### src/include/alloc_settings.svh
`ifndef ALLOC_SETTINGS_SVH
`define ALLOC_SETTINGS_SVH

// Contexts sharing the store path
`define ALLOC_CONTEXTS 4

// Buffer pool, 32 buffers of 64 bytes
`define ALLOC_PTR_WID 5
`define ALLOC_BUFFER_SIZE 64
`define ALLOC_MAX_FRAME_SIZE 2048

`define ALLOC_META_WID 4

// Queue depths
`define ALLOC_SEG_Q_DEPTH 4
`define ALLOC_PREFETCH_DEPTH 2

// Descriptor memory write acknowledge latency, in cycles
`define ALLOC_MEM_WR_LATENCY 3

`endif

### src/rtl/alloc_pkg.sv
`include "alloc_settings.svh"

package alloc_pkg;

    typedef logic [`ALLOC_PTR_WID-1:0]                      ptr_t;
    // Wide enough to hold a full buffer
    typedef logic [$clog2(`ALLOC_BUFFER_SIZE+1)-1:0]        seg_size_t;
    typedef logic [$clog2(`ALLOC_MAX_FRAME_SIZE+1)-1:0]     frame_size_t;
    typedef logic [$clog2(`ALLOC_CONTEXTS)-1:0]             ctxt_t;
    typedef logic [`ALLOC_META_WID-1:0]                     meta_t;

    // Segment record posted by a client
    typedef struct packed {
        ptr_t      ptr;
        logic      eof;
        seg_size_t size;
        logic      err;
        meta_t     meta;
    } seg_t;

    // Linked-list descriptor, stored at the segment's own pointer
    typedef struct packed {
        logic      sof;
        logic      eof;
        ptr_t      nxt_ptr;
        seg_size_t size;
        logic      err;
        meta_t     meta;
    } desc_t;

    typedef struct packed {
        ctxt_t       ctxt;
        ptr_t        ptr;
        frame_size_t size;
        logic        err;
    } frame_t;

    typedef enum logic [1:0] {
        RESET,
        DISABLED,
        IDLE,
        WRITE
    } ctrl_state_t;

endpackage

### src/rtl/desc_mem.sv
`timescale 1ns/10ps
`include "alloc_settings.svh"

module desc_mem import alloc_pkg::*; (
    input  logic  clk,
    input  logic  srst,
    input  logic  wr_req,
    output logic  wr_rdy,
    input  ptr_t  wr_addr,
    input  desc_t wr_data,
    output logic  wr_ack,
    input  ptr_t  rd_addr,
    output desc_t rd_data,
    output logic  init_done
);

    localparam int NUM_ENTRIES = 1 << `ALLOC_PTR_WID;
    localparam int LAT         = `ALLOC_MEM_WR_LATENCY;

    desc_t          mem [NUM_ENTRIES];
    ptr_t           init_addr;
    logic           accept;
    logic [LAT-1:0] ack_sr;

    // Clear walk over every entry
    always_ff @(posedge clk) begin
        if (srst) begin
            init_addr <= '0;
            init_done <= 1'b0;
        end else if (!init_done) begin
            init_addr <= init_addr + 1'b1;
            if (init_addr == ptr_t'(NUM_ENTRIES-1)) begin
                init_done <= 1'b1;
            end
        end
    end

    assign wr_rdy = init_done;
    assign accept = wr_req && wr_rdy;

    always_ff @(posedge clk) begin
        if (!init_done) begin
            mem[init_addr] <= '0;
        end else if (accept) begin
            mem[wr_addr] <= wr_data;
        end
    end

    always_ff @(posedge clk) begin
        rd_data <= mem[rd_addr];
    end

    // Acknowledge delay line
    always_ff @(posedge clk) begin
        if (srst) begin
            ack_sr <= '0;
        end else begin
            ack_sr <= {ack_sr[LAT-2:0], accept};
        end
    end

    assign wr_ack = ack_sr[LAT-1];

endmodule

### config.mk
export PLATFORM = sky130hd
export DESIGN_NAME = desc_mem
export DESIGN_NICKNAME = d
export VERILOG_FILES = /design/src/rtl/alloc_pkg.sv /design/src/rtl/desc_mem.sv
export VERILOG_INCLUDE_DIRS = /design/src /design/src/include
export SDC_FILE = /design/constraint.sdc
export NUM_CORES = 1
export LEC_CHECK = 0
export ABC_AREA = 1
export BUFFER_PORTS_ARGS = -buffer_cell sky130_fd_sc_hd__buf_2
export CAP_MARGIN = 10
export CORE_ASPECT_RATIO = 0.5
export CORE_MARGIN = 3
export CORE_UTILIZATION = 54
export DETAILED_ROUTE_END_ITERATION = 10
export PLACE_DENSITY = 0.73
export SYNTH_ARGS = -nofsm -noshare
export SYNTH_HDL_FRONTEND = slang
export SYNTH_SLANG_ARGS = --single-unit
### constraint.sdc
create_clock -name clk -period 2.42 [get_ports clk]
set_input_delay 0.363 -clock clk [delete_from_list [all_inputs] [get_ports clk]]
set_output_delay 0.363 -clock clk [all_outputs]
set_load 0.05 [all_outputs]
==> metrics.cfg <==
[status]
status = finished clean

[routing]
dr.pass1.iters = 6
dr.first_iter.drc_count = 2638
routedWlPerCell_um = 22.4
routed_wl_mm = 66.4
drc = 0
vias_per_cell = 5.80
ant_nets = 0
vias = 17200

[synthesis]
netlist_area_mm2 = 0.0259
syn_nets = 2255
ys_top_cells_by_area = edfxtp_1, nand2_1, nand3_1
yosysWarningCount = 0
synth_cells = 2221
yosys_register_bits = 636
ys_types = 27
synth_area_leader_cell = edfxtp_1
synth_top_area_share_pct = 70.4
avgSynthCellArea_um2 = 11.7
ys_seq_area_share_pct = 72.5

[grt]
first_global_vias = 16000
grt_max_degree = 93
antenna_found_initial = 1
grt.overflow.total = 0
grt_pass1_wl_mm = 99.3
grt_use_total_pct = 26.3

[sta]
finalCriticalPeriod_ps = 2110
hold_violations = 0
rsz0062_at_grt = false
worst_pin_slew_ps = 615
tns_ps = 0
relSlewSlack_pct = 59.0
post-route-period-util_pct = 87.3
holdWs_ps = 54.7
max_freq_mhz = 474
fin_skew_ps = 37.4
setup-violations-final = 0
slew_viol_final = 0

[floorplanning]
start_util_pct = 55.0
die_area_mm2 = 0.0509
die_w_um = 316
fp.dieH_um = 161
io_pins = 54
rows = 56
coreArea_mm2 = 0.0472

[setup_path]
critPathBufInv = 2
start_kind = flip-flop
path_class = reg -> reg
endpoint_kind = flip-flop
crit_path_cell_trace = nand2_2 -> nand2_1 -> o21ai_2 -> inv_2 -> nor2_1 -> nand2_1 -> nor2_2 -> buf_12
worstPathMaxFanout = 19
crit_path_top_delay_cell = dfxtp_1
critical_path_required_ps = 2730
critPathArrivalTime_ps = 2420
max_stage_delay_ps = 320
crit_family = simple AND/OR/NAND/NOR gates
cpMostUsedCell = nand2_1

[clock_network]
cts.root.buffer_cell = clkbuf_16
clk_latency_ps = 610
htree_levels = 2
path_clk_slew_ps = 60
clk_path_buf_depth = 3
clock-sinks = 636
cts_resized = 0
postCtsSetupBuffers = 0
numCtsBuffers = 54
postCtsHoldBufs = 0
tritoncts = done

[cells_and_area]
antenna_cells = 0
drive_gt1_share_pct = 11.9
final_cell_mix = nand2_1, edfxtp_1, nand3_1
synthToLayoutAreaGrowth_pct = 12.3
nNetsFinal = 2313
mostFrequentLayoutCell = nand2_1

[power]
ir_drop_mv = 0.600
powerDensity_mw_per_mm2 = 760
power.leakage_nw = 10.7

[worst_hold_path]
min_path_type = in -> reg

[placed_design]
gp_congestion = 0.917
port_buffers = 53
dp_hpwl_mm = 39.4

[flow_run]
maxCapViolations = 0

[worst paths after layout]
path                            slack, ps      start  cells past startpoint         end
worst max-delay path                  310  init_done                      8  mem[7][13]
worst min-delay path                   50       srst                      2   ack_sr[1]
worst max register to register        310  init_done                      8  mem[7][13]
worst min register to register        410  ack_sr[0]                      2   ack_sr[1]
[synth_stat cells]
cell type,number
buf_6,48
dfxtp_1,28
inv_4,1
nand3_1,456
a31oi_1,1
inv_8,1
nor3_1,5
nand3_2,2
inv_1,35
clkinv_1,1
a211oi_1,2
nand2_1,868
a21oi_1,1
nor2_4,1
nor4_1,1
buf_4,23
mux2i_4,1
inv_2,2
nor2_1,64
nand2_2,3
ha_1,2
buf_2,27
clkbuf_1,29
edfxtp_1,608
o21ai_2,4
buf_1,6
buf_8,1
[flip-flops by register name (all words and copies together) (netlist names)]
| register | cells |
|---|---|
| ack_sr | 3 |
| rd_data | 19 |
| init_addr | 5 |
| mem | 608 |
| init_done | 1 |
[where the power goes]
| part | switching, W | total, W | leakage [nW] | internal (W) |
|---|---|---|---|---|
| Sequential | 0.0000465 | 0.0121 | 5.28 | 0.0120 |
| Combinational | 0.00116 | 0.00160 | 4.62 | 0.000437 |
| Clock | 0.00384 | 0.00846 | 0.832 | 0.00462 |
| Total | 0.00505 | 0.0221 | 10.7 | 0.0171 |
[cell type report]
type	count	area, µm²
tap	638	798
timing repair buffer	136	1530
fill	3479	18000
clock inverter	23	204
multi-input combinational	1411	6120
sequential	636	18800
inverter	40	161
clock buffer	78	1490
[logic make-up (layout without fill, tap and decap cells)]
logic type,count (synthesis),count (layout),synth area share (%)
AND/OR/NAND/NOR,1400,1400,22.6
buffers and inverters,174,277,4.45
AO/OA/AOI/OAI,8,8,0.236
multiplexers,1,1,0.0868
adder cells (fa/ha/maj),2,2,0.0964
flip-flops,636,636,72.5
[per-layer routing]
layer / routed length [µm] / share of wire (%) / track usage, %
met1: 26700 / 40 / 39.1
met2: 30000 / 45 / 39.9
met3: 7990 / 12 / 4.92
met4: 1840 / 2.8 / 8.11
met5: 0 / 0 / 0
[metrics by stage]
step	cells	utilization (%)	worst slack [ps]	area, µm²	power, W
final	2962	61.8	308	29100	0.0221
after global routing	2962	61.8	185	29100	0.0228
after CTS	2962	61.8	349	29100	0.0222
after detailed placement	2861	58.2	181	27400	0.0139
after global placement	2861	58.2	193	27400	0.0139
after floorplan	2221	-	-68.1	26000	0.0134
Power figures use the tool's default switching activity.
