<file path="config.mk">
export PLATFORM = sky130hd
export DESIGN_NAME = ctxt_frame_track
export DESIGN_NICKNAME = d
export VERILOG_FILES = /design/src/rtl/alloc_pkg.sv /design/src/rtl/ctxt_frame_track.sv /design/src/rtl/sync_fifo.sv
export VERILOG_INCLUDE_DIRS = /design/src /design/src/include
export SDC_FILE = /design/constraint.sdc
export NUM_CORES = 1
export LEC_CHECK = 0
export BUFFER_PORTS_ARGS = -buffer_cell sky130_fd_sc_hd__buf_2
export CELL_PAD_IN_SITES_DETAIL_PLACEMENT = 1
export CELL_PAD_IN_SITES_GLOBAL_PLACEMENT = 1
export CORE_UTILIZATION = 39
export DETAILED_ROUTE_END_ITERATION = 12
export PLACE_DENSITY = 0.64
export SLEW_MARGIN = 10
export SYNTH_ARGS = -nofsm -noshare
export SYNTH_HDL_FRONTEND = slang
export SYNTH_SLANG_ARGS = --single-unit
</file>
<file path="constraint.sdc">
create_clock -name clk -period 3.1 [get_ports clk]
set_input_delay 0.155 -clock clk [delete_from_list [all_inputs] [get_ports clk]]
set_output_delay 0.155 -clock clk [all_outputs]
set_load 0.02 [all_outputs]
</file>
<file path="src/include/alloc_settings.svh">
`ifndef ALLOC_SETTINGS_SVH
`define ALLOC_SETTINGS_SVH

// Contexts sharing the store path
`define ALLOC_CONTEXTS 4

// Buffer pool, 32 buffers of 64 bytes
`define ALLOC_PTR_WID 5
`define ALLOC_BUFFER_SIZE 64
`define ALLOC_MAX_FRAME_SIZE 2048

`define ALLOC_META_WID 4

// Queue depths
`define ALLOC_SEG_Q_DEPTH 4
`define ALLOC_PREFETCH_DEPTH 2

// Descriptor memory write acknowledge latency, in cycles
`define ALLOC_MEM_WR_LATENCY 3

`endif

</file>
<file path="src/rtl/alloc_pkg.sv">
`include "alloc_settings.svh"

package alloc_pkg;

    typedef logic [`ALLOC_PTR_WID-1:0]                      ptr_t;
    // Wide enough to hold a full buffer
    typedef logic [$clog2(`ALLOC_BUFFER_SIZE+1)-1:0]        seg_size_t;
    typedef logic [$clog2(`ALLOC_MAX_FRAME_SIZE+1)-1:0]     frame_size_t;
    typedef logic [$clog2(`ALLOC_CONTEXTS)-1:0]             ctxt_t;
    typedef logic [`ALLOC_META_WID-1:0]                     meta_t;

    // Segment record posted by a client
    typedef struct packed {
        ptr_t      ptr;
        logic      eof;
        seg_size_t size;
        logic      err;
        meta_t     meta;
    } seg_t;

    // Linked-list descriptor, stored at the segment's own pointer
    typedef struct packed {
        logic      sof;
        logic      eof;
        ptr_t      nxt_ptr;
        seg_size_t size;
        logic      err;
        meta_t     meta;
    } desc_t;

    typedef struct packed {
        ctxt_t       ctxt;
        ptr_t        ptr;
        frame_size_t size;
        logic        err;
    } frame_t;

    typedef enum logic [1:0] {
        RESET,
        DISABLED,
        IDLE,
        WRITE
    } ctrl_state_t;

endpackage

</file>
<file path="src/rtl/ctxt_frame_track.sv">
`timescale 1ns/10ps
`include "alloc_settings.svh"

module ctxt_frame_track import alloc_pkg::*; (
    input  logic        clk,
    input  logic        srst,
    // Pool side
    input  logic        pool_vld,
    input  logic        pool_sel_me,
    input  ptr_t        pool_ptr,
    output logic        pool_take,
    // Pointer offer to the client
    output logic        buf_vld,
    output ptr_t        buf_ptr,
    input  logic        buf_take,
    // Segment post from the client
    input  logic        seg_vld,
    input  seg_t        seg,
    output logic        seg_rdy,
    // Controller side
    output logic        desc_vld,
    output desc_t       desc,
    output ptr_t        desc_addr,
    input  logic        wr_done,
    // Frame state
    output ptr_t        frame_ptr,
    output frame_size_t frame_size,
    output logic        frame_err
);

    logic                  pf_wr_rdy;
    logic                  live;
    logic                  post_sof;
    logic                  sq_wr_rdy;
    logic                  sq_rd;
    logic                  sq_vld;
    logic [$bits(seg_t):0] sq_data;
    seg_t                  nxt_seg;
    logic                  peek_vld;
    logic                  peek_sof;
    seg_t                  peek;

    // --------------------
    // Pointer prefetch
    // --------------------
    assign pool_take = pool_vld && pool_sel_me && pf_wr_rdy;

    sync_fifo #(
        .WIDTH ($bits(ptr_t)),
        .DEPTH (`ALLOC_PREFETCH_DEPTH)
    ) u_prefetch_q (
        .clk     (clk),
        .srst    (srst),
        .wr      (pool_take),
        .wr_rdy  (pf_wr_rdy),
        .wr_data (pool_ptr),
        .rd      (buf_take),
        .rd_vld  (buf_vld),
        .rd_data (buf_ptr)
    );

    // Posting opens once the pool has come up
    always_ff @(posedge clk) begin
        if (srst) begin
            live <= 1'b0;
        end else if (pool_vld) begin
            live <= 1'b1;
        end
    end

    assign seg_rdy = live && sq_wr_rdy;

    always_ff @(posedge clk) begin
        if (srst) begin
            post_sof <= 1'b1;
        end else if (seg_vld && seg_rdy) begin
            post_sof <= seg.eof;
        end
    end

    // --------------------
    // Segment queue and peek
    // --------------------
    sync_fifo #(
        .WIDTH ($bits(seg_t) + 1),
        .DEPTH (`ALLOC_SEG_Q_DEPTH)
    ) u_seg_q (
        .clk     (clk),
        .srst    (srst),
        .wr      (seg_vld && live),
        .wr_rdy  (sq_wr_rdy),
        .wr_data ({post_sof, seg}),
        .rd      (sq_rd),
        .rd_vld  (sq_vld),
        .rd_data (sq_data)
    );

    assign nxt_seg = sq_data[$bits(seg_t)-1:0];

    // Head segment moves to peek so that its successor's pointer shows
    assign sq_rd = !peek_vld || wr_done;

    always_ff @(posedge clk) begin
        if (srst) begin
            peek_vld <= 1'b0;
        end else if (sq_rd) begin
            peek_vld <= sq_vld;
        end
    end

    always_ff @(posedge clk) begin
        if (sq_rd) begin
            peek_sof <= sq_data[$bits(seg_t)];
            peek     <= nxt_seg;
        end
    end

    assign desc_vld     = peek_vld && (peek.eof || sq_vld);
    assign desc_addr    = peek.ptr;
    assign desc.sof     = peek_sof;
    assign desc.eof     = peek.eof;
    assign desc.nxt_ptr = nxt_seg.ptr;
    assign desc.size    = peek.size;
    assign desc.err     = peek.err;
    assign desc.meta    = peek.meta;

    // --------------------
    // Frame accumulators
    // --------------------
    always_ff @(posedge clk) begin
        if (wr_done && peek_sof) begin
            frame_ptr <= peek.ptr;
        end
    end

    always_ff @(posedge clk) begin
        if (srst) begin
            frame_size <= '0;
            frame_err  <= 1'b0;
        end else if (wr_done) begin
            // Full buffer per segment, own size at end of frame
            frame_size <= (peek_sof ? '0 : frame_size) +
                          (peek.eof ? frame_size_t'(peek.size)
                                    : frame_size_t'(`ALLOC_BUFFER_SIZE));
            frame_err  <= peek.err || (!peek_sof && frame_err);
        end
    end

endmodule

</file>
<file path="src/rtl/sync_fifo.sv">
`timescale 1ns/10ps

module sync_fifo #(
    parameter int WIDTH = 8,
    parameter int DEPTH = 4
) (
    input  logic             clk,
    input  logic             srst,
    input  logic             wr,
    output logic             wr_rdy,
    input  logic [WIDTH-1:0] wr_data,
    input  logic             rd,
    output logic             rd_vld,
    output logic [WIDTH-1:0] rd_data
);

    localparam int AW = DEPTH > 1 ? $clog2(DEPTH) : 1;
    localparam int CW = $clog2(DEPTH+1);

    logic [WIDTH-1:0] mem [DEPTH];
    logic [AW-1:0]    wr_ptr;
    logic [AW-1:0]    rd_ptr;
    logic [CW-1:0]    count;
    logic             do_wr;
    logic             do_rd;

    assign wr_rdy = (count != CW'(DEPTH));
    assign rd_vld = (count != '0);

    // Requests without room or data are dropped
    assign do_wr = wr && wr_rdy;
    assign do_rd = rd && rd_vld;

    always_ff @(posedge clk) begin
        if (srst) begin
            wr_ptr <= '0;
            rd_ptr <= '0;
            count  <= '0;
        end else begin
            if (do_wr) begin
                wr_ptr <= (wr_ptr == AW'(DEPTH-1)) ? '0 : wr_ptr + 1'b1;
            end
            if (do_rd) begin
                rd_ptr <= (rd_ptr == AW'(DEPTH-1)) ? '0 : rd_ptr + 1'b1;
            end
            count <= count + CW'(do_wr) - CW'(do_rd);
        end
    end

    always_ff @(posedge clk) begin
        if (do_wr) begin
            mem[wr_ptr] <= wr_data;
        end
    end

    // Head is visible before the read
    assign rd_data = mem[rd_ptr];

endmodule
</file>
==> out/results.tsv <==
metric	value	unit
family with the most delay on the worst path	adder cells	
Antenna Nets Post-Route	0	
initial DRC count	195	
Seq cells post-synth	140	
ant diodes	0	
Synth top area share	58.9	%
Max VDD drop	0.000372	V
most frequent cell after synthesis	edfxtp_1	
drt drc	0	
aggregate global routing overflow	0	
Worst Hold Path Cells	4	
Total GRT Usage	16.6	%
Final Worst Setup Slack	648	ps
DR vias/cell	5.02	
maxcap violations	0	
Min-Delay Path Class	in -> reg	
Post-Route Setup TNS	0	ps
Post-Place Worst Slack	660	ps
Async SR Flop Fraction	0	%
DP Wirelength	7.28	mm
CP Launch Type	flip-flop	
Leak Pwr	2.69	nW
first-pass GRT wire length	18.0	mm
worst-margin pin slew	479	ps
clk root buf	clkbuf_16	
Syn Std Cell Area	5610	µm²
Rows	43	
final core utilization	50.3	%
CTS tree	yes	
initial antenna violation count	0	
Worst Hold Path EP	u_prefetch_q.rd_ptr	
CP max FO	12	
Largest stage delay, worst path	600	ps
CP required	3400	ps
r2r worst-path depth	8	
wire per inst	17.4	µm
EDFF count, synth	110	
final-report max-slew violation count	0	
top cells by area, synth	edfxtp_1 (59%), dfxtp_1 (11%), mux4_2 (7.6%)	
largest net degree at the start of global routing	32	
Max transition margin	68.0	%
Die ar.	14900	µm²
Min-Delay Startpoint	buf_take	
top cells by count, synth	edfxtp_1 (110), dfxtp_1 (30), nor2_1 (28)	
Yosys cell types	47	
Worst R2R End	frame_size[6]	
CTS Buf Count	17	
Post-Syn Instances	343	
Core Box Area	13900	µm²
worst path cell trace	nor2b_1 > ha_1 > fa_1 > a21o_1 > nand4_1 > nand4b_1 > nor4b_1 > a311o_1	
post-CTS setup repair buffer count	0	
CTS sink count	140	
final worst-path cycle share	79.1	%
Worst path depth	8	
Placed Instances	594	
Avg Cell Area, Syn	16.3	µm²
Hold-fix buffers, CTS	24	
GPL Wtd Cong	0.835	
Clock Latency Late Sink	410	ps
maximum root-to-sink buffer count	2	
syn_nets	391	
run status	complete, no violations	
worst setup path category	reg -> reg	
Area growth, synth to finish	25.1	%
final std cells w/o fill	650	
leading register cell type out of synthesis	edfxtp_1	
worst r2r src	peek_sof	
Routed WL	11.3	mm
max frequency	0.408	GHz
minimum clock period	2450	ps
H-tree depth	4	
worst path bufs/invs	0	
die width	122	µm
Final Hold Viols	0	
Yosys top cell by area	edfxtp_1	
Fin Clk Skew	6.21	ps
RSZ-0062 raised after global routing	false	
via count	3262	
sequential area share after synthesis	69.6	%
die height	122	µm
data arrival time of the worst path	2750	ps
1st-pass router iterations	4	
fin nets	505	
Final setup viols	0	
cell area power density	892	nW/µm²
vias in the first global route	3459	
Starting Density	40.2	%
share of cells above drive strength 1	31.9	%
r2r setup slk	650	ps
Synthesis Warnings	0	
Clock transition at path regs	60	ps
PostCTS Resize Cnt	0	
crit end category	flip-flop	
I/O pin count	81	
hold_ws	172	ps
PortBufs	80	
Slowest-stage cell, CP	edfxtp_1	
FILL cells	1365	
==> cell usage in the layout (no fill, tap or decap), types with 6 or more instances in the layout <==
| master | count |
|---|---|
| edfxtp_1 | 110 |
| buf_2 | 80 |
| dfxtp_1 | 30 |
| nor2_1 | 28 |
| dlygate4sd3_1 | 24 |
| mux4_2 | 19 |
| clkbuf_16 | 17 |
| ha_1 | 16 |
| inv_1 | 15 |
| nand2_1 | 14 |
| nor2b_1 | 9 |
| mux2i_1 | 9 |
| xnor2_1 | 9 |
| and2_1 | 8 |
| inv_6 | 8 |
| buf_4 | 8 |
| and3_1 | 6 |
==> registers in the layout, summed over array words and instances, names as in the netlist, 2 cells and up, named ones only <==
signal	cells
u_seg_q.mem	76
desc	13
u_seg_q.wr_ptr	2
u_prefetch_q.count	2
u_prefetch_q.mem	10
u_seg_q.count	3
u_seg_q.rd_ptr	2
frame_ptr	5
desc_addr	5
frame_size	12
==> where the power goes <==
group / total [mW] / internal (mW) / switching [mW]
registers: 2.58 / 2.38 / 0.196
clock network: 1.97 / 1.13 / 0.832
logic: 1.71 / 0.721 / 0.990
total: 6.25 / 4.23 / 2.02
==> metal layers <==
metal  share of wire [%]  wire [µm]  global-route usage, %
met4                 1.5        170                   7.64
met5                   0          0                      0
met3                 3.4        386                   3.42
met2                  51       5780                   27.8
met1                  44       4980                   20.7
==> worst register-to-register path, cell delays in order, from the launching register on <==
cell	delay, ps
edfxtp_1	600
nor2b_1	110
ha_1	250
fa_1	420
a21o_1	190
nand4_1	120
nand4b_1	160
nor4b_1	180
a311o_1	320
==> worst max path at each step <==
stage	startpoint	slack, ps	endpoint
global placement	desc[17]	720	frame_size[6]
CTS	desc[17]	640	frame_size[6]
floorplan	desc[17]	780	frame_size[6]
global route	desc[17]	530	frame_size[6]
detailed placement	desc[17]	660	frame_size[6]
finish	peek_sof	650	frame_size[6]
==> cells by family (layout without fill, tap and decap cells) <==
| group | count (synthesis) | count (layout) | share of synthesized area, % |
|---|---|---|---|
| DFF | 140 | 140 | 69.6 |
| buffers and inverters | 33 | 160 | 2.77 |
| muxes | 33 | 33 | 10.2 |
| AOI/OAI and AO/OA | 25 | 25 | 3.82 |
| xor gates and xnor gates | 11 | 11 | 1.72 |
| adders and majority gates | 18 | 18 | 4.29 |
| and+or+nand+nor | 83 | 83 | 7.52 |
==> per-stage QoR <==
| step | power (mW) | instance area [µm²] |
|---|---|---|
| 3_3_place_gp | 4.30 | 6200 |
| 4_1_cts | 6.35 | 7010 |
| 3_5_place_dp | 4.33 | 6200 |
| 2_1_floorplan | 3.84 | 5610 |
| 6_report | 6.25 | 7010 |
| 5_1_grt | 6.56 | 7010 |
==> area by class of cell <==
cell class	instances	area [µm²]	area share (%)
repair buffers	112	701	9.99
clock buffers	17	425	6.07
well taps	180	225	3.21
clock inverters	15	150	2.14
flip-flops and latches	140	3900	55.7
multi-input cells	170	1550	22.1
inverters	16	60.1	0.857
(Power assumes the default switching activity.)
