### src/include/alloc_settings.svh
`ifndef ALLOC_SETTINGS_SVH
`define ALLOC_SETTINGS_SVH

// Contexts sharing the store path
`define ALLOC_CONTEXTS 4

// Buffer pool, 32 buffers of 64 bytes
`define ALLOC_PTR_WID 5
`define ALLOC_BUFFER_SIZE 64
`define ALLOC_MAX_FRAME_SIZE 2048

`define ALLOC_META_WID 4

// Queue depths
`define ALLOC_SEG_Q_DEPTH 4
`define ALLOC_PREFETCH_DEPTH 2

// Descriptor memory write acknowledge latency, in cycles
`define ALLOC_MEM_WR_LATENCY 3

`endif

### src/rtl/alloc_pkg.sv
`include "alloc_settings.svh"

package alloc_pkg;

    typedef logic [`ALLOC_PTR_WID-1:0]                      ptr_t;
    // Wide enough to hold a full buffer
    typedef logic [$clog2(`ALLOC_BUFFER_SIZE+1)-1:0]        seg_size_t;
    typedef logic [$clog2(`ALLOC_MAX_FRAME_SIZE+1)-1:0]     frame_size_t;
    typedef logic [$clog2(`ALLOC_CONTEXTS)-1:0]             ctxt_t;
    typedef logic [`ALLOC_META_WID-1:0]                     meta_t;

    // Segment record posted by a client
    typedef struct packed {
        ptr_t      ptr;
        logic      eof;
        seg_size_t size;
        logic      err;
        meta_t     meta;
    } seg_t;

    // Linked-list descriptor, stored at the segment's own pointer
    typedef struct packed {
        logic      sof;
        logic      eof;
        ptr_t      nxt_ptr;
        seg_size_t size;
        logic      err;
        meta_t     meta;
    } desc_t;

    typedef struct packed {
        ctxt_t       ctxt;
        ptr_t        ptr;
        frame_size_t size;
        logic        err;
    } frame_t;

    typedef enum logic [1:0] {
        RESET,
        DISABLED,
        IDLE,
        WRITE
    } ctrl_state_t;

endpackage

### src/rtl/free_ptr_pool.sv
`timescale 1ns/10ps
`include "alloc_settings.svh"

module free_ptr_pool import alloc_pkg::*; (
    input  logic  clk,
    input  logic  srst,
    output logic  ptr_vld,
    output ptr_t  ptr,
    input  logic  ptr_take,
    output ctxt_t sel,
    input  logic  free_vld,
    input  ptr_t  free_ptr,
    output logic  init_done
);

    localparam int NUM_PTRS = 1 << `ALLOC_PTR_WID;

    ptr_t init_ptr;
    logic fl_wr;
    ptr_t fl_wr_data;
    logic fl_vld;

    // --------------------
    // Free list fill
    // --------------------
    always_ff @(posedge clk) begin
        if (srst) begin
            init_ptr  <= '0;
            init_done <= 1'b0;
        end else if (!init_done) begin
            init_ptr <= init_ptr + 1'b1;
            if (init_ptr == ptr_t'(NUM_PTRS-1)) begin
                init_done <= 1'b1;
            end
        end
    end

    // Init pushes every pointer once, then returned ones
    assign fl_wr      = !init_done || free_vld;
    assign fl_wr_data = init_done ? free_ptr : init_ptr;

    // Deep enough for the whole pool, so a free is never refused
    sync_fifo #(
        .WIDTH ($bits(ptr_t)),
        .DEPTH (NUM_PTRS)
    ) u_free_list (
        .clk     (clk),
        .srst    (srst),
        .wr      (fl_wr),
        .wr_rdy  (),
        .wr_data (fl_wr_data),
        .rd      (ptr_take),
        .rd_vld  (fl_vld),
        .rd_data (ptr)
    );

    assign ptr_vld = fl_vld && init_done;

    // Prefetch turn, moves on every cycle
    always_ff @(posedge clk) begin
        if (srst) begin
            sel <= '0;
        end else begin
            sel <= (sel == ctxt_t'(`ALLOC_CONTEXTS-1)) ? '0 : sel + 1'b1;
        end
    end

endmodule

### src/rtl/sync_fifo.sv
`timescale 1ns/10ps

module sync_fifo #(
    parameter int WIDTH = 8,
    parameter int DEPTH = 4
) (
    input  logic             clk,
    input  logic             srst,
    input  logic             wr,
    output logic             wr_rdy,
    input  logic [WIDTH-1:0] wr_data,
    input  logic             rd,
    output logic             rd_vld,
    output logic [WIDTH-1:0] rd_data
);

    localparam int AW = DEPTH > 1 ? $clog2(DEPTH) : 1;
    localparam int CW = $clog2(DEPTH+1);

    logic [WIDTH-1:0] mem [DEPTH];
    logic [AW-1:0]    wr_ptr;
    logic [AW-1:0]    rd_ptr;
    logic [CW-1:0]    count;
    logic             do_wr;
    logic             do_rd;

    assign wr_rdy = (count != CW'(DEPTH));
    assign rd_vld = (count != '0);

    // Requests without room or data are dropped
    assign do_wr = wr && wr_rdy;
    assign do_rd = rd && rd_vld;

    always_ff @(posedge clk) begin
        if (srst) begin
            wr_ptr <= '0;
            rd_ptr <= '0;
            count  <= '0;
        end else begin
            if (do_wr) begin
                wr_ptr <= (wr_ptr == AW'(DEPTH-1)) ? '0 : wr_ptr + 1'b1;
            end
            if (do_rd) begin
                rd_ptr <= (rd_ptr == AW'(DEPTH-1)) ? '0 : rd_ptr + 1'b1;
            end
            count <= count + CW'(do_wr) - CW'(do_rd);
        end
    end

    always_ff @(posedge clk) begin
        if (do_wr) begin
            mem[wr_ptr] <= wr_data;
        end
    end

    // Head is visible before the read
    assign rd_data = mem[rd_ptr];

endmodule
### config.mk
export PLATFORM = sky130hd
export DESIGN_NAME = free_ptr_pool
export DESIGN_NICKNAME = d
export VERILOG_FILES = /design/src/rtl/alloc_pkg.sv /design/src/rtl/free_ptr_pool.sv /design/src/rtl/sync_fifo.sv
export VERILOG_INCLUDE_DIRS = /design/src /design/src/include
export SDC_FILE = /design/constraint.sdc
export NUM_CORES = 1
export LEC_CHECK = 0
export BUFFER_PORTS_ARGS = -buffer_cell sky130_fd_sc_hd__buf_2
export CORE_MARGIN = 1.5
export CORE_UTILIZATION = 44
export DETAILED_ROUTE_END_ITERATION = 6
export PLACE_DENSITY_LB_ADDON = 0.12
export SYNTH_ARGS = -nofsm -noshare
export SYNTH_HDL_FRONTEND = slang
export SYNTH_SLANG_ARGS = --single-unit
### constraint.sdc
create_clock -name clk -period 6.7 [get_ports clk]
set_input_delay 1.005 -clock clk [delete_from_list [all_inputs] [get_ports clk]]
set_output_delay 1.005 -clock clk [all_outputs]
set_load 0.03 [all_outputs]
==> results of run 1 <==
## registers in the layout, summed over array words and instances, names as in the netlist, named ones only
name	flops
u_free_list.rd_ptr	5
u_free_list.count	6
init_done	1
u_free_list.wr_ptr	5
init_ptr	5
sel	2
u_free_list.mem	160
## layer usage
metal  vias up  track usage [%]  part of all wire [%]
met1      2083            24.98                    47
met5         -                0                     0
met2        86            28.81                    48
met3        20            3.519                   4.0
met4         0            6.619                   1.7
li1       1986                -                     -
## metrics by stage
| step | hold WS (ps) | cells | setup WS (ps) | utilization [%] |
|---|---|---|---|---|
| 3_3_place_gp | 434.7 | 729 | 3037 | 46.78 |
| 4_1_cts | 454.1 | 761 | 2509 | 50.27 |
| 5_1_grt | 482.7 | 761 | 2361 | 50.27 |
| 3_5_place_dp | 444.7 | 729 | 2968 | 46.78 |
| 6_report | 452.3 | 761 | 2567 | 50.27 |
| 2_1_floorplan | 488.3 | 506 | 3949 | - |
## area by class of cell
class / count / area (µm²) / area share, %
clock inverters: 14 / 166.4 / 1.907
multi-input cells: 281 / 2296 / 26.31
repair buffers: 19 / 100.1 / 1.147
flip-flops and latches: 189 / 5386 / 61.73
well taps: 225 / 281.5 / 3.226
inverters: 15 / 56.30 / 0.6453
clock buffers: 18 / 439.2 / 5.033
## cell usage after synthesis, drive strengths merged (2+ instances only)
cell,count,area share (%)
xnor2,2,0.22
nand2b,3,0.24
mux2,5,0.72
or3b,2,0.22
a221oi,5,0.72
nand3b,4,0.38
o21ai,5,0.32
mux2i,44,5.6
nor2b,6,0.48
nand3,19,1.2
and3,4,0.32
nor3,3,0.19
nand2,21,1.0
xor2,3,0.33
a21o,2,0.19
a22o,5,0.56
nor4,2,0.16
ha,19,3.0
or3,2,0.16
or4b,2,0.25
a22oi,10,0.96
nor2,53,2.5
a31oi,3,0.24
buf,13,1.1
mux4,20,6.1
a21oi,22,1.4
inv,15,0.72
edfxtp,160,61
nor3b,3,0.29
or4,3,0.29
dfxtp,29,7.4
clkbuf,8,0.38
## worst max-delay path: stages, from the launching register on
cell,delay (ps)
dfxtp_2,870
buf_4,580
mux4_1,370
a22o_1,260
a221oi_1,260
nand3_1,140
buf_2,190
## power groups by stage
stage	sequential, mW	clock, mW	combinational (mW)
after detailed placement	1.42	0	0.531
after CTS	1.39	1.04	0.533
after floorplan	1.40	0	0.401
after global routing	1.40	1.08	0.589
final	1.39	1.03	0.528
after global placement	1.42	0	0.517
## cells by family (layout without fill, tap and decap cells)
kind of cell             Yosys count  count (layout)  synth area share, %
multiplexers                      69              69                12.44
adder cells (fa/ha/maj)           20              20                3.282
AND/OR/NAND/NOR                  133             133                8.349
XOR/XNOR                           5               5               0.5578
AO/OA/AOI/OAI                     54              54                4.605
flip-flops                       189             189                68.58
buffers and inverters             36              66                2.183
## placed cells by master (no fill, tap or decap), types with 3 or more instances in the layout
master      count
a21oi_1        22
a221oi_1        3
a22o_1          5
a22oi_1        10
a31oi_1         3
and3_1          4
buf_2          17
bufinv_16       3
clkbuf_16      17
clkinv_2        4
clkinvlp_4      4
dfxtp_1        28
edfxtp_1      160
ha_1           19
inv_1          14
mux2_2          5
mux2i_1        44
mux4_1          8
mux4_2         12
nand2_1        21
nand2b_1        3
nand3_1        19
nand3b_1        4
nor2_1         53
nor2b_1         6
nor3_1          3
nor3b_1         3
o21ai_0         5
or4_1           3
xor2_1          3
## final timing paths
kind / to / depth (start not counted)
min reg2reg: sel[0]$_SDFF_PP0_ / 1
max reg2reg: u_free_list.count[4]$_SDFF_PP0_ / 14
max: ptr[1] / 6
min: sel[0]$_SDFF_PP0_ / 1
==> results.yml, run 1 <==
worst_setup_path:
  start_kind: "flip-flop"
  crit_path_max_fanout: 33
  endpoint_kind: "output pin"
  worstPathRequired_ps: 5690
  r2r-start: "u_free_list.count[3]$_SDFF_PP0_"
  cp.arrival_ps: 3130
  path_class: "reg2out"
  r2r_slack_ps: 3640
layout:
  syn_to_final_growth_pct: 11.12
  fin_area_mm2: 0.008726
  num-fill-cells: 1421
  nets: 552
  diodes: 0
  drive_above_1_share_pct: 13.62
clock_network:
  clkLatencyLatePin_ps: 430
  clk_pin_slew_ps: 60
  ctsLongestPathBuffers: 2
  cts_tree: "built"
  cts_sinks: 189
  h-tree-depth: 4
  cts_hold_buf: 0
  postCtsResizedCells: 0
  cts_made_buffers: 17
  cts_setup_buffers: 0
  cts_root_buf: "clkbuf_16"
power:
  peakVddDrop_v: 0.0002031
  power_switching_uw: 802.4
  power.internal_mw: 2.145
  power_density_mw_per_mm2: 337.8
  total_power_mw: 2.947
  p_leak_nw: 2.943
  comb_power_share_pct: 17.9
  power_frac_seq_pct: 47.3
  swShare_pct: 27.22
  pwr-share-clk_pct: 34.8
yosys:
  synth_edf_count: 160
  syn_inst: 506
  ys_warn_count: 0
  ys_ff_latch: 189
  syn_avg_cell_area_um2: 15.52
  async_reset_ff_share_pct: 0
  yosysUniqueCellTypes: 48
  synth.net_count: 535
  ys.flop_type: "edfxtp_1"
  syn_area_mm2: 0.007853
  yosysSeqAreaShare_pct: 68.58
timing:
  period_minus_slack_ps: 4133
  setup_viol: 0
  finalMaxSlewViolations: 0
  hold_viol: 0
  rsz0062_at_grt: "false"
  tightest_slew_ps: 826.7
  fmax_ghz: 0.2420
  fin_skew_ps: 7.664
  fin_setup_tns_ps: 0
  maxSlewHeadroom_pct: 44.89
  fin_crit_sh_pct: 61.68
floorplan:
  rows: 48
  num_io_pins: 18
  core-area_mm2: 0.01736
  dieArea_mm2: 0.01866
  initial_core_util_pct: 45.24
  die_w_um: 136.6
  die_h_um: 136.6
placed_design:
  port-buffer-count: 17
  dpl.hpwl_um: 10390
  gp_congestion: 0.7983
  place_area_mm2: 0.008120
routing:
  ant_nets: 0
  vias: 4175
  wl_per_cell_um: 20.54
  firstDrtPassIters: 4
  via_per_inst: 5.486
  drc: 0
  drt-initial-drc-count: 357
  routed_wl_um: 15630
worst_hold_path:
  min_from: "sel[0]$_SDFF_PP0_"
  hp-class: "reg2reg"
global_route:
  overflow: 0
  grt_max_degree: 34
  first_global_vias: 4281
  grt_first_pass_wirelength_um: 24450
  track_usage_pct: 18.15
  antenna_found_initial: 0
run:
  cap_violations: 0
run_status:
  status: "complete, no violations"
Power figures use the tool's default switching activity.
==> run 2: changes to the inputs <==
- clock period: 6.7 -> 3.5 ns (I/O delays scaled with it)
==> results.yml, run 2 (synthesis gave the netlist of run 1 again) <==
timing:
  fin_setup_tns_ps: 0
  maxSlewHeadroom_pct: 47.97
  setup_viol: 0
  rsz0062_at_grt: "false"
  period_minus_slack_ps: 3104
  fmax_ghz: 0.3221
  tightest_slew_ps: 778.7
  fin_skew_ps: 5.679
  finalMaxSlewViolations: 0
  hold_viol: 0
  fin_crit_sh_pct: 88.70
routing:
  via_per_inst: 5.476
  drt-initial-drc-count: 332
  vias: 4178
  routed_wl_um: 15180
  drc: 0
  ant_nets: 0
  firstDrtPassIters: 4
  wl_per_cell_um: 19.89
worst_setup_path:
  worstPathRequired_ps: 2970
  start_kind: "flip-flop"
  path_class: "reg2out"
  cp.arrival_ps: 2580
  endpoint_kind: "output pin"
  crit_path_max_fanout: 24
  r2r_end: "u_free_list.count[4]$_SDFF_PP0_"
  reg2regPathDepth: 14
  cpMaxStageDelayCell: "mux4_1"
  r2r_slack_ps: 580
  worstPathCellList: "buf_12 -> mux4_1 -> a22o_1 -> a221oi_1 -> nand3_1 -> buf_2"
  r2r-start: "u_free_list.count[2]$_SDFF_PP0_"
  slowest_delay_ps: 570
  cp-endpoint: "ptr[1]"
clock_network:
  cts_hold_buf: 0
  clk_pin_slew_ps: 70
  cts_tree: "built"
  cts_sinks: 189
  cts_made_buffers: 17
  cts_root_buf: "clkbuf_16"
  postCtsResizedCells: 0
  h-tree-depth: 4
  cts_setup_buffers: 0
  clkLatencyLatePin_ps: 420
  ctsLongestPathBuffers: 2
floorplan:
  rows: 48
  core-area_mm2: 0.01736
  num_io_pins: 18
  dieArea_mm2: 0.01866
  initial_core_util_pct: 45.24
  die_w_um: 136.6
  die_h_um: 136.6
layout:
  most-common-layout-cells: "160 x edfxtp_1, 53 x nor2_1, 44 x mux2i_1"
  top_regs: "u_free_list.mem x160, u_free_list.count x6"
  layout_commonest_cell: "edfxtp_1"
  diodes: 0
  largest_register_ffs: 160
  nets: 554
  largest-register: "u_free_list.mem"
  syn_to_final_growth_pct: 11.71
  drive_above_1_share_pct: 13.57
placed_design:
  gp_congestion: 0.7533
  dpl.hpwl_um: 9818
  port-buffer-count: 17
global_route:
  first_global_vias: 4259
  grt_first_pass_wirelength_um: 23980
  overflow: 0
  grt_max_degree: 41
  track_usage_pct: 17.87
  antenna_found_initial: 0
power:
  total_power_mw: 5.675
  peakVddDrop_v: 0.0004566
  power_density_mw_per_mm2: 646.9
  p_leak_nw: 2.966
worst_hold_path:
  hp-class: "reg2reg"
run_status:
  status: "complete, no violations"
run:
  cap_violations: 0
==> run 2: worst min-delay path by stage <==
stage / start / end / slack [ps] / cells past startpoint
2_1_floorplan: u_free_list.rd_ptr[3]$_SDFFE_PP0P_ / flip-flop / 490 / 2
3_3_place_gp: sel[0]$_SDFF_PP0_ / sel[0]$_SDFF_PP0_ / 440 / 1
3_5_place_dp: sel[0]$_SDFF_PP0_ / sel[0]$_SDFF_PP0_ / 440 / 1
4_1_cts: sel[0]$_SDFF_PP0_ / sel[0]$_SDFF_PP0_ / 460 / 1
5_1_grt: sel[0]$_SDFF_PP0_ / sel[0]$_SDFF_PP0_ / 500 / 1
6_report: sel[0]$_SDFF_PP0_ / sel[0]$_SDFF_PP0_ / 450 / 1
==> run 2: worst max-delay path: cells and delay by family (launching register included) <==
kind,cells,cell delay [ps]
compound gates,2,660
buf+inv,2,420
flops,1,360
mux,1,570
simple gates,1,150
==> run 2: metrics by stage <==
step	utilization (%)	area [µm²]	hold slack (ps)	setup slack [ps]	cells
floorplan	-	7853	488.3	799.8	506
global placement	47.02	8160	435.1	683.0	731
detailed placement	47.02	8160	443.4	588.4	731
CTS	50.54	8772	462.3	392.1	763
global route	50.54	8772	501.5	275.4	763
finish	50.54	8772	453.9	395.5	763
==> run 2: layout make-up <==
class                      count  area, µm²
multi-input combinational    281       2296
clock inverter                14      182.7
fill                        1444       8584
timing repair buffer          21      140.1
clock buffer                  18      429.2
tap                          225      281.5
inverter                      15      56.30
sequential                   189       5386
==> run 2: power by group <==
group	switching [mW]	internal [mW]	total, mW
logic	0.623	0.396	1.02
registers	0.0745	2.59	2.66
clock network	0.852	1.14	1.99
total	1.55	4.13	5.67
==> run 2: metal layers <==
layer	vias to the layer above	track usage, %	part of all wire [%]
met1	2114	23.29	45
li1	1984	-	-
met5	-	0	0
met3	11	3.444	3.3
met2	69	29.79	50
met4	0	6.619	1.2
